File: src/rxdp_pkg.sv
/* Shared types for the receive datapath FIFO. Every RTL file and the testbench
   refer to these by scoped name. */

package rxdp_pkg;

   //******************************
   // Data widths
   //******************************

   localparam int rx_word_w = 40;                   // One receive word
   localparam int rx_wide_w = 2 * rx_word_w;        // Two words side by side

   // Single receive word as written by the producer
   typedef logic [rx_word_w-1:0] rx_word_t;

   // Pair of words, older entry in the low half
   typedef logic [rx_wide_w-1:0] rx_wide_t;

   //******************************
   // Sizing
   //******************************

   // Default number of entries, top level only
   localparam int rxdp_depth_def = 16;

   //******************************
   // Consumer to producer
   //******************************

   // Entries removed by the consumer in the current cycle.
   // At most one of the two bits is set.
   typedef struct packed {
      logic pop1;                                   // One entry popped
      logic pop2;                                   // Two entries popped
   } rd_pop_s;

   //******************************
   // Output beat
   //******************************

   // Registered output word, one beat per served request.
   // No back-pressure, a beat must be taken when valid is high.
   typedef struct packed {
      logic     valid;                              // Single cycle pulse
      logic     wide;                               // Beat holds two words
      rx_wide_t data;                               // High half zero if narrow
   } rx_out_s;

endpackage

File: src/rxdp_fifo_ram.sv
/* Register file of the receive FIFO, addressed by one-hot pointers. Read port two
   returns the entry after the read pointer for wide pops. */

`timescale 1ns/10ps

module rxdp_fifo_ram #(
   parameter int DEPTH                            // Number of entries, at least 2
) (
   input  logic                wr_clk,            // FIFO clock
   input  logic                wr_rst_n,          // Sync reset, active low
   input  logic                ram_we,            // Write strobe
   input  logic [DEPTH-1:0]    wr_ptr,            // One-hot write pointer
   input  rxdp_pkg::rx_word_t  wr_data,           // Word to store
   input  logic [DEPTH-1:0]    rd_ptr,            // One-hot read pointer
   output rxdp_pkg::rx_word_t  rd_data,           // Entry at rd_ptr
   output rxdp_pkg::rx_word_t  rd_data2           // Entry after rd_ptr
);

   rxdp_pkg::rx_word_t fifo_mem [DEPTH];          // Storage
   logic [DEPTH-1:0]   rd_ptr2;                   // Pointer one entry ahead

   //******************************
   // Write port
   //******************************

   // Cleared on reset so stale reads show zero
   always_ff @(posedge wr_clk) begin
      if (!wr_rst_n) begin
         for (int m = 0; m < DEPTH; m++) begin
            fifo_mem[m] <= '0;
         end
      end else if (ram_we) begin
         for (int m = 0; m < DEPTH; m++) begin
            if (wr_ptr[m]) begin
               fifo_mem[m] <= wr_data;              // Only the hot entry
            end
         end
      end
   end

   //******************************
   // Read ports
   //******************************

   // Next entry, wraps from the last back to entry 0
   assign rd_ptr2 = {rd_ptr[DEPTH-2:0], rd_ptr[DEPTH-1]};

   // One-hot select for both ports in one pass
   always_comb begin
      rd_data  = '0;
      rd_data2 = '0;
      for (int i = 0; i < DEPTH; i++) begin
         if (rd_ptr[i]) begin
            rd_data = fifo_mem[i];
         end
         if (rd_ptr2[i]) begin
            rd_data2 = fifo_mem[i];
         end
      end
   end

endmodule

File: src/rxdp_fifo_rd_ctl.sv
/* Consumer side of the receive FIFO. Serves narrow or wide pops from the fill count,
   registers the output beat and moves the one-hot read pointer. */

`timescale 1ns/10ps

module rxdp_fifo_rd_ctl #(
   parameter int DEPTH                            // Number of entries, at least 2
) (
   input  logic                   wr_clk,         // FIFO clock
   input  logic                   wr_rst_n,       // Sync reset, active low
   input  logic                   rd_req,         // Read request pulse
   input  logic                   rd_wide,        // Ask for two words
   input  logic [$clog2(DEPTH):0] level,          // Registered occupancy
   input  logic                   evict,          // Oldest entry overwritten
   input  rxdp_pkg::rx_word_t     rd_data,        // Entry at rd_ptr
   input  rxdp_pkg::rx_word_t     rd_data2,       // Entry after rd_ptr
   output logic [DEPTH-1:0]       rd_ptr,         // One-hot read pointer
   output rxdp_pkg::rd_pop_s      pop,            // Entries removed now
   output rxdp_pkg::rx_out_s      out,            // Output beat
   output logic                   rd_underflow    // Request not served
);

   localparam int LVL_W = $clog2(DEPTH) + 1;

   logic               has_one;                   // At least one entry
   logic               has_two;                   // At least two entries
   logic               serve;                     // Request can be served
   logic [1:0]         step;                      // Pointer advance, 0 to 3
   logic [DEPTH-1:0]   rd_ptr_nxt;
   logic               out_valid;
   logic               out_wide;
   rxdp_pkg::rx_wide_t out_data;

   // Move a one-hot pointer on by one entry
   function automatic logic [DEPTH-1:0] rot1(input logic [DEPTH-1:0] p);
      return {p[DEPTH-2:0], p[DEPTH-1]};
   endfunction

   //******************************
   // Pop decision
   //******************************

   // Judged on the registered count, a write this cycle does not help
   assign has_one = (level != '0);
   assign has_two = (level >= LVL_W'(2));
   assign serve   = rd_req & (rd_wide ? has_two : has_one);

   assign pop = '{pop1: serve & ~rd_wide, pop2: serve & rd_wide};

   //******************************
   // Read pointer
   //******************************

   // Pop amount plus one slot skipped on eviction
   assign step = {pop.pop2, pop.pop1} + {1'b0, evict};

   always_comb begin
      rd_ptr_nxt = rd_ptr;
      for (int s = 0; s < 3; s++) begin
         if (s < step) begin
            rd_ptr_nxt = rot1(rd_ptr_nxt);
         end
      end
   end

   //******************************
   // Control registers
   //******************************

   always_ff @(posedge wr_clk) begin
      if (!wr_rst_n) begin
         rd_ptr       <= {{(DEPTH-1){1'b0}}, 1'b1};  // Entry 0
         out_valid    <= 1'b0;
         out_wide     <= 1'b0;
         rd_underflow <= 1'b0;
      end else begin
         rd_ptr       <= rd_ptr_nxt;
         out_valid    <= serve;                     // Beat one cycle after request
         out_wide     <= serve & rd_wide;
         rd_underflow <= rd_req & ~serve;           // Too few entries
      end
   end

   //******************************
   // Output data
   //******************************

   // Pre-edge buffer content, older word in the low half
   always_ff @(posedge wr_clk) begin
      if (serve) begin
         if (rd_wide) begin
            out_data <= {rd_data2, rd_data};
         end else begin
            out_data <= {{rxdp_pkg::rx_word_w{1'b0}}, rd_data};  // Upper half zero
         end
      end
   end

   assign out = '{valid: out_valid, wide: out_wide, data: out_data};

endmodule

File: src/rxdp_fifo_top.sv
/* Receive datapath FIFO on a single clock. Wires the producer, the one-hot
   register file and the consumer together and sets their depth. */

`timescale 1ns/10ps

module rxdp_fifo_top #(
   parameter int DEPTH = rxdp_pkg::rxdp_depth_def  // Number of entries
) (
   input  logic               wr_clk,             // FIFO clock
   input  logic               wr_rst_n,           // Sync reset, active low
   input  logic               wr_en,              // Write strobe
   input  rxdp_pkg::rx_word_t wr_data,            // Receive word in
   input  logic               r_stop_write,       // Drop on full when set
   input  logic               rd_req,             // Read request pulse
   input  logic               rd_wide,            // Two words per request
   output rxdp_pkg::rx_out_s  out,                // Output beat
   output logic               wr_full,            // FIFO full
   output logic               rd_underflow,       // Request not served
   output logic               wr_overflow         // Word dropped or overwrote
);

   //******************************
   // Internal wiring
   //******************************

   logic                   ram_we;                // Buffer write strobe
   logic [DEPTH-1:0]       wr_ptr;                // One-hot write pointer
   logic [DEPTH-1:0]       rd_ptr;                // One-hot read pointer
   logic [$clog2(DEPTH):0] level;                 // Occupancy count
   logic                   evict;                 // Oldest entry replaced
   rxdp_pkg::rd_pop_s      pop;                   // Entries popped
   rxdp_pkg::rx_word_t     rd_data;
   rxdp_pkg::rx_word_t     rd_data2;

   // Producer
   rxdp_fifo_wr_ctl #(
      .DEPTH (DEPTH)
   ) wr_ctl_inst (
      .wr_clk       (wr_clk),
      .wr_rst_n     (wr_rst_n),
      .wr_en        (wr_en),
      .r_stop_write (r_stop_write),
      .pop          (pop),
      .ram_we       (ram_we),
      .wr_ptr       (wr_ptr),
      .level        (level),
      .wr_full      (wr_full),
      .evict        (evict),
      .wr_overflow  (wr_overflow)
   );

   // Storage
   rxdp_fifo_ram #(
      .DEPTH (DEPTH)
   ) ram_inst (
      .wr_clk   (wr_clk),
      .wr_rst_n (wr_rst_n),
      .ram_we   (ram_we),
      .wr_ptr   (wr_ptr),
      .wr_data  (wr_data),                        // Straight from the input
      .rd_ptr   (rd_ptr),
      .rd_data  (rd_data),
      .rd_data2 (rd_data2)
   );

   // Consumer
   rxdp_fifo_rd_ctl #(
      .DEPTH (DEPTH)
   ) rd_ctl_inst (
      .wr_clk       (wr_clk),
      .wr_rst_n     (wr_rst_n),
      .rd_req       (rd_req),
      .rd_wide      (rd_wide),
      .level        (level),
      .evict        (evict),
      .rd_data      (rd_data),
      .rd_data2     (rd_data2),
      .rd_ptr       (rd_ptr),
      .pop          (pop),
      .out          (out),
      .rd_underflow (rd_underflow)
   );

endmodule

File: src/rxdp_fifo_wr_ctl.sv
/* Producer side of the receive FIFO. Owns the one-hot write pointer, the fill count,
   the full flag and the drop or overwrite policy when full. */

`timescale 1ns/10ps

module rxdp_fifo_wr_ctl #(
   parameter int DEPTH                            // Number of entries, at least 2
) (
   input  logic                   wr_clk,         // FIFO clock
   input  logic                   wr_rst_n,       // Sync reset, active low
   input  logic                   wr_en,          // Write strobe
   input  logic                   r_stop_write,   // Drop instead of overwrite when full
   input  rxdp_pkg::rd_pop_s      pop,            // Entries taken by the consumer
   output logic                   ram_we,         // Write strobe to the buffer
   output logic [DEPTH-1:0]       wr_ptr,         // One-hot write pointer
   output logic [$clog2(DEPTH):0] level,          // Occupancy count
   output logic                   wr_full,        // Count equals depth
   output logic                   evict,          // Oldest entry overwritten
   output logic                   wr_overflow     // Word dropped or overwrote
);

   localparam int LVL_W = $clog2(DEPTH) + 1;

   logic             accept;                      // Write into free space
   logic             overwrite;                   // Write on top of oldest
   logic             wr_blocked;                  // Write seen while full
   logic [LVL_W-1:0] pop_cnt;                     // 0, 1 or 2 entries removed
   logic [LVL_W-1:0] level_nxt;

   //******************************
   // Write policy
   //******************************

   // Full flag is the registered one, a pop in this cycle
   // only frees space from the next cycle on
   assign wr_blocked = wr_en & wr_full;
   assign accept     = wr_en & ~wr_full;
   assign overwrite  = wr_blocked & ~r_stop_write;  // Keep newest data

   // Buffer write lands at this edge, the word is readable next cycle
   assign ram_we = accept | overwrite;

   // Read side skips the overwritten slot at the same edge
   assign evict = overwrite;

   //******************************
   // Fill count
   //******************************

   assign pop_cnt = LVL_W'({pop.pop2, pop.pop1});   // pop2 weighs two

   // Overwrite leaves the count as it is
   assign level_nxt = level + LVL_W'(accept) - pop_cnt;

   //******************************
   // State
   //******************************

   always_ff @(posedge wr_clk) begin
      if (!wr_rst_n) begin
         wr_ptr      <= {{(DEPTH-1){1'b0}}, 1'b1};  // Entry 0
         level       <= '0;                         // Empty
         wr_full     <= 1'b0;
         wr_overflow <= 1'b0;
      end else begin
         if (ram_we) begin
            wr_ptr <= {wr_ptr[DEPTH-2:0], wr_ptr[DEPTH-1]};  // Rotate by one
         end
         level       <= level_nxt;
         wr_full     <= (level_nxt == LVL_W'(DEPTH));
         wr_overflow <= wr_blocked;                 // Drop or overwrite alike
      end
   end

endmodule

File: config.mk
export PLATFORM = sky130hd
export DESIGN_NAME = rxdp_fifo_top
export DESIGN_NICKNAME = d
export VERILOG_FILES = /design/src/rxdp_pkg.sv /design/src/rxdp_fifo_ram.sv /design/src/rxdp_fifo_rd_ctl.sv /design/src/rxdp_fifo_top.sv /design/src/rxdp_fifo_wr_ctl.sv
export SDC_FILE = /design/constraint.sdc
export NUM_CORES = 2
export LEC_CHECK = 0
export BUFFER_PORTS_ARGS = -buffer_cell sky130_fd_sc_hd__buf_2
export CELL_PAD_IN_SITES_DETAIL_PLACEMENT = 1
export CELL_PAD_IN_SITES_GLOBAL_PLACEMENT = 1
export CORE_UTILIZATION = 54
export DETAILED_ROUTE_END_ITERATION = 10
export PLACE_DENSITY_LB_ADDON = 0.1
export SETUP_SLACK_MARGIN = 0.5
export SLEW_MARGIN = 20
export SYNTH_ARGS = -nofsm -noshare
export SYNTH_HDL_FRONTEND = slang
export SYNTH_SLANG_ARGS = --single-unit
File: constraint.sdc
create_clock -name wr_clk -period 10.85 [get_ports wr_clk]
set_input_delay 1.085 -clock wr_clk [delete_from_list [all_inputs] [get_ports wr_clk]]
set_output_delay 1.085 -clock wr_clk [all_outputs]
set_load 0.02 [all_outputs]
* Word-level counts from Yosys, hierarchy flattened
Memory sizes are Yosys's and may differ from the RTL's.
Cells that the tools add are included.
** Operators by class
- Muxes and demuxes :: 117
- Bitwise operators :: 28
- Equal/unequal tests :: 1
- Add/subtract/negate cells :: 3
- Reduce and logical (&&, ||, !) cells :: 1
- $lt $le $gt $ge :: 4
** Operators with widths (count)
- $mux W40 :: 48
- $mux W1 :: 66
- $mux W16 :: 3
- $or A1 B1 Y1 :: 17
- $and A1 B1 Y1 :: 7
- $add A5 B1 Y5 :: 1
- $eq A5 B5 Y1 const B :: 1
- $ge A5 B2 Y1 const B :: 1
- $reduce_bool A5 Y1 :: 1
- $sub A5 B2 Y5 :: 1
- $lt A1 B2 Y1 const A :: 2
- $not A1 Y1 :: 4
- $add A2 B1 Y2 :: 1
- $lt A2 B2 Y1 const A :: 1
** Word-level totals
- Output and inout bits :: 85
- Flip-flop bits (word level) :: 122
- RAM bits :: 640
- Memories :: 1
- Bits of input ports :: 46
** Memory list
- ram_inst.fifo_mem :: words 16, bits a word 40, read ports 16, clocked after memory_dff 0, write ports 16, line rxdp_fifo_ram.sv:19 : rxdp_pkg::rx_word_t fifo_mem [DEPTH];

* Depth between registers and ports, before layout
An unclocked memory read counts as a cell.
- Depth after elaboration :: 17
- Gate-level depth with buffers :: 16
- Gate-level depth less buffers :: 16

* Hierarchy
Synthesis repeated with hierarchy kept, for this count alone.
** Second synthesis, totals
- Cell total of the unflattened synthesis :: 3424
- Area, all modules :: 36691.4 um^2
** Modules (own cells, without submodules)
- rxdp_fifo_ram :: times used 1, cells each 3092, area each 32034.5 um^2
- rxdp_fifo_rd_ctl :: times used 1, cells each 218, area each 3691.0 um^2
- rxdp_fifo_wr_ctl :: times used 1, cells each 114, area each 965.9 um^2

* Least setup slack after synthesis
OpenSTA, ideal clock, no wires.
- Path type :: in2reg
- From :: input rd_wide
- To :: register wr_ctl_inst.wr_full
- Stages on the path :: 14
- Setup slack :: 5.686 ns
- Data required time :: 10.790 ns
- Arrival :: 5.104 ns
- Buffers on the path :: 1
- Cell sequence :: buf_2 -> nor2_1 -> a22oi_1 -> and2_1 -> nor2b_1 -> ha_1 -> inv_1 -> ha_1 -> fa_1 -> a21oi_1 -> o21bai_1 -> xor2_1 -> nor2_1 -> and3_1
** On the way
- Longest elaborated chain between the ends :: 5
- Elaborated cells on any way between the ends :: 7
** Ends and longest elaborated chain
- from (decl) :: line rxdp_fifo_top.sv:15 : input logic rd_wide,
- $mux W1 * :: line rxdp_fifo_rd_ctl.sv:46 : assign serve = rd_req & (rd_wide ? has_two : has_one);
- $and A1 B1 Y1 * :: line rxdp_fifo_rd_ctl.sv:46
- named net rd_ctl_inst.serve :: line rxdp_fifo_rd_ctl.sv:27 : logic serve;
- $and A1 B1 Y1 :: line rxdp_fifo_rd_ctl.sv:48 : assign pop = '{pop1: serve & ~rd_wide, pop2: serve & rd_wide};
- $sub A5 B2 Y5 * :: line rxdp_fifo_wr_ctl.sv:53 : assign level_nxt = level + LVL_W'(accept) - pop_cnt;
- $eq A5 B5 Y1 * :: line rxdp_fifo_wr_ctl.sv:70 : wr_full <= (level_nxt == LVL_W'(DEPTH));
- to (signal assigned) :: line rxdp_fifo_wr_ctl.sv:70
- to (decl) :: line rxdp_fifo_wr_ctl.sv:17 : output logic wr_full,
Mark *: on every way through the listed nets, which the timed path passes. The rest lies on a longest branch.
A chain may end at the register's enable or synchronous reset.

* Final worst setup path
- From :: register rd_ctl_inst.rd_ptr[6]
- To :: register rd_ctl_inst.out_data[5], data pin
** On the way
- Longest elaborated chain between the ends :: 10
** Ends and longest elaborated chain
- from (decl) :: line rxdp_fifo_rd_ctl.sv:17 : output logic [DEPTH-1:0] rd_ptr,
- from (signal assigned) :: line rxdp_fifo_rd_ctl.sv:72 : rd_ptr <= {{(DEPTH-1){1'b0}}, 1'b1};
- from (signal assigned) :: line rxdp_fifo_rd_ctl.sv:77 : rd_ptr <= rd_ptr_nxt;
- $mux W40 (10 in series) :: line rxdp_fifo_ram.sv:53 : if (rd_ptr[i]) begin
- named net ram_inst.rd_data[5] :: line rxdp_fifo_ram.sv:15 : output rxdp_pkg::rx_word_t rd_data,
- to (signal assigned) :: line rxdp_fifo_rd_ctl.sv:92 : out_data <= {rd_data2, rd_data};
- to (signal assigned) :: line rxdp_fifo_rd_ctl.sv:94 : out_data <= {{rxdp_pkg::rx_word_w{1'b0}}, rd_data};
- to (decl) :: line rxdp_fifo_rd_ctl.sv:32 : rxdp_pkg::rx_wide_t out_data;
The timed path passes the listed nets, and every way through them passes these cells.

==> metrics <==
share of cells above drive strength 1=12.9%; WS Path Type=flip-flop to flip-flop; chip width=263 µm; Ys Warns=0; DR DRC count=0; Clock Skew=0.0364 ns; final setup vio count=0; max cap viols=0; H-tree depth=3; CTS tree=built; Synth Cell Area=0.0368 mm²; VDD IR max=0.117 mV; P_sw=2.70 mW; Placement Rows=95; post-synthesis cell count=3330; Synth Net Count=3387; Req. time, crit path=11.31 ns; routed vias=31403; GRT overflow=0; Root Driver=clkbuf_16; via/cell ratio=7.48; area grow syn2layout=9.63%; Power Total=8.31 mW; worst hold path type=flip-flop to flip-flop; # Post-CTS Setup Buffers=0; Initial Util=54.7%; sw frac=32.5%; dpl hpwl=87.8 mm; Non-Filler Instances=4201; WL per Instance=34.5 µm; worst skew pair latency=0.66 ns; drt initial violations=5543; clock sink total=762; antenna violations before repair=8; Met1 Routed Length=55.2 mm; CP Launch Type=flip-flop; min cycle time layout=3.99 ns; dpl cells=4053; top sig layer=met5; Tot GR Track Use=41.2%; Reg2Reg Depth=7; dominant synthesized flop cell=edfxtp_1; pwr dens=206 mW/mm²; Seq/Total Area, Yosys=61.0%; hold depth=1; crit share post-route=36.8%; Ports=131; RSZ-0062 raised after global routing=false; DRT Pass-1 Iters=9; Layout Nets=3322; vias in the first global route=31384; TritonCTS Buffers=83; Syn Area/Cell=11.1 µm²; total wire length=145 mm; CP arrival=4.45 ns; fmax=0.251 GHz; CORE AREA=0.0673 mm²; Hold Violations, Final=0; FF+latch count, synth=762; Slew Limit Fails=0; cts repair resizes=0; Met3 Wirelength=21.3 mm; IO Port Bufs=130; Die Y=263 µm; die area=0.0692 mm²; post-synth cell types=72; Final ANT Viol Nets=0; Gate power share=21.4%; Fin Setup TNS=0 ns; Clk pwr share=33.4%; outcome=complete, no violations; Leakage Power=14.3 nW; crit end category=flip-flop; hold_buf cts=0; CTS clk-pin slew, worst paths=0.06 ns; GPL Wtd Cong=0.904; P_int=5.61 mW; Slew headroom=18.5%; number of synthesized flops with an enable pin=720; CTS max path bufs=3; FFs w/ async S/R, synth=0%; CP max FO=58; first-pass GRT wire length=210 mm; worst slew pin tran=1.22 ns; wire length on met2=63.3 mm; share of power burned in registers=45.2%; largest net degree at the start of global routing=85
==> flip-flops by register name (all words and copies together), names as in the netlist <==
| register | count |
|---|---|
| wr_ctl_inst.wr_full | 1 |
| ram_inst.fifo_mem | 640 |
| rd_ctl_inst.rd_underflow | 1 |
| rd_ctl_inst.out_valid | 1 |
| rd_ctl_inst.rd_ptr | 16 |
| wr_ctl_inst.level | 5 |
| rd_ctl_inst.out_wide | 1 |
| wr_ctl_inst.wr_overflow | 1 |
| rd_ctl_inst.out_data | 80 |
| wr_ctl_inst.wr_ptr | 16 |
==> final cells by class <==
type / count / area [µm²]
Clock inverter: 33 / 273
Clock buffer: 114 / 2300
Tap cell: 873 / 1090
Inverter: 75 / 282
Timing Repair Buffer: 192 / 1130
Multi-Input combinational cell: 2151 / 12800
Sequential cell: 762 / 22500
Antenna cell: 1 / 2.50
Fill cell: 6948 / 26900
==> worst max-delay path: stages, from the launching register on <==
cell      delay (ns)
dfxtp_2         0.55
buf_4           0.45
inv_2           0.35
buf_4           0.59
o221ai_1        0.22
a211oi_1        1.04
o211ai_1        0.24
a21oi_1         0.29
==> stage by stage <==
stage | setup WS [ns] | utilization (%) | hold WS [ns] | area [µm²]
global route | 6.84 | 60.0 | 0.487 | 40400
global placement | 6.62 | 56.1 | 0.439 | 37800
detailed placement | 6.61 | 56.2 | 0.453 | 37800
floorplan | 5.69 | - | 0.426 | 36800
CTS | 7.11 | 60.0 | 0.462 | 40400
finish | 6.86 | 60.0 | 0.461 | 40400
==> worst paths after layout <==
kind / startpoint / endpoint / slack (ns)
setup / recovery: rd_ctl_inst.rd_ptr[6]$_SDFF_PN0_ / rd_ctl_inst.out_data[5]$_DFFE_PN_ / 6.86
hold / removal: wr_ctl_inst.wr_ptr[0]$_SDFFE_PN1N_ / wr_ctl_inst.wr_ptr[0]$_SDFFE_PN1N_ / 0.46
setup reg to reg: rd_ctl_inst.rd_ptr[6]$_SDFF_PN0_ / rd_ctl_inst.out_data[5]$_DFFE_PN_ / 6.86
hold reg to reg: wr_ctl_inst.wr_ptr[0]$_SDFFE_PN1N_ / wr_ctl_inst.wr_ptr[0]$_SDFFE_PN1N_ / 0.46
==> cell usage after synthesis, drive strengths merged (9+ instances only) <==
cell	count	area, µm²
o21a	9	67.6
a2bb2oi	25	219
nand2	289	1080
o221a	29	327
nor3b	23	183
a22o	45	394
nor3	31	165
a221o	13	130
buf	118	629
a211oi	36	270
mux2i	16	160
o31a	9	78.8
a222oi	37	370
nand3b	24	180
and3b	18	158
a22oi	73	548
o211ai	40	300
ha	10	125
a21o	20	150
a31oi	12	75.1
o22ai	92	576
a2111oi	62	551
or3b	28	245
dfxtp	42	841
nand3	34	170
nor2b	32	200
o21ai	239	1200
edfxtp	720	21600
nand2b	29	181
o2111ai	12	105
o221ai	42	368
inv	72	270
a21oi	203	1020
nor2	473	1780
clkbuf	224	842
a221oi	84	736
and3	10	62.6
==> cells in the final DEF (no fill, tap or decap), types with 13 or more instances in the layout <==
cell,n
a221oi_1,84
clkbuf_16,84
nor2b_1,28
a2111oi_0,56
nor3_1,28
or3b_2,24
nand2b_1,29
o211ai_1,40
inv_1,68
a2bb2oi_1,25
and3b_1,18
o221ai_1,42
clkbuf_1,21
clkinv_2,15
buf_2,129
a221o_1,13
buf_4,62
nor2_1,470
edfxtp_1,720
mux2i_1,16
a211oi_1,35
nand3b_1,24
o221a_2,26
a222oi_1,37
a21o_1,20
nand3_1,34
nand2_1,269
a22o_1,45
a21oi_1,202
dfxtp_1,28
o21ai_0,227
o22ai_1,92
a22oi_1,73
nor3b_1,21
==> metal layers <==
layer  vias to the layer above  track usage (%)
li1                      12569                -
met1                     15847             58.3
met2                      2563             61.1
met3                       418             11.2
met4                         6             14.7
met5                         -                0
==> cell families after synthesis <==
kind of cell    synth area share [%]
fa+ha+maj                      0.394
simple gates                    12.4
compound gates                  20.8
buf+inv                         4.76
flops                           61.0
mux                            0.557
xor+xnor                       0.116
==> power groups by stage <==
| stage | combinational (mW) | sequential, mW | clock (mW) |
|---|---|---|---|
| after floorplan | 0.824 | 3.85 | 0 |
| after global placement | 1.63 | 3.78 | 0 |
| after detailed placement | 1.68 | 3.80 | 0 |
| after CTS | 1.69 | 3.74 | 2.77 |
| after global routing | 1.83 | 3.77 | 2.87 |
| final | 1.78 | 3.76 | 2.78 |
No activity file was read; power rests on OpenSTA's default activity.
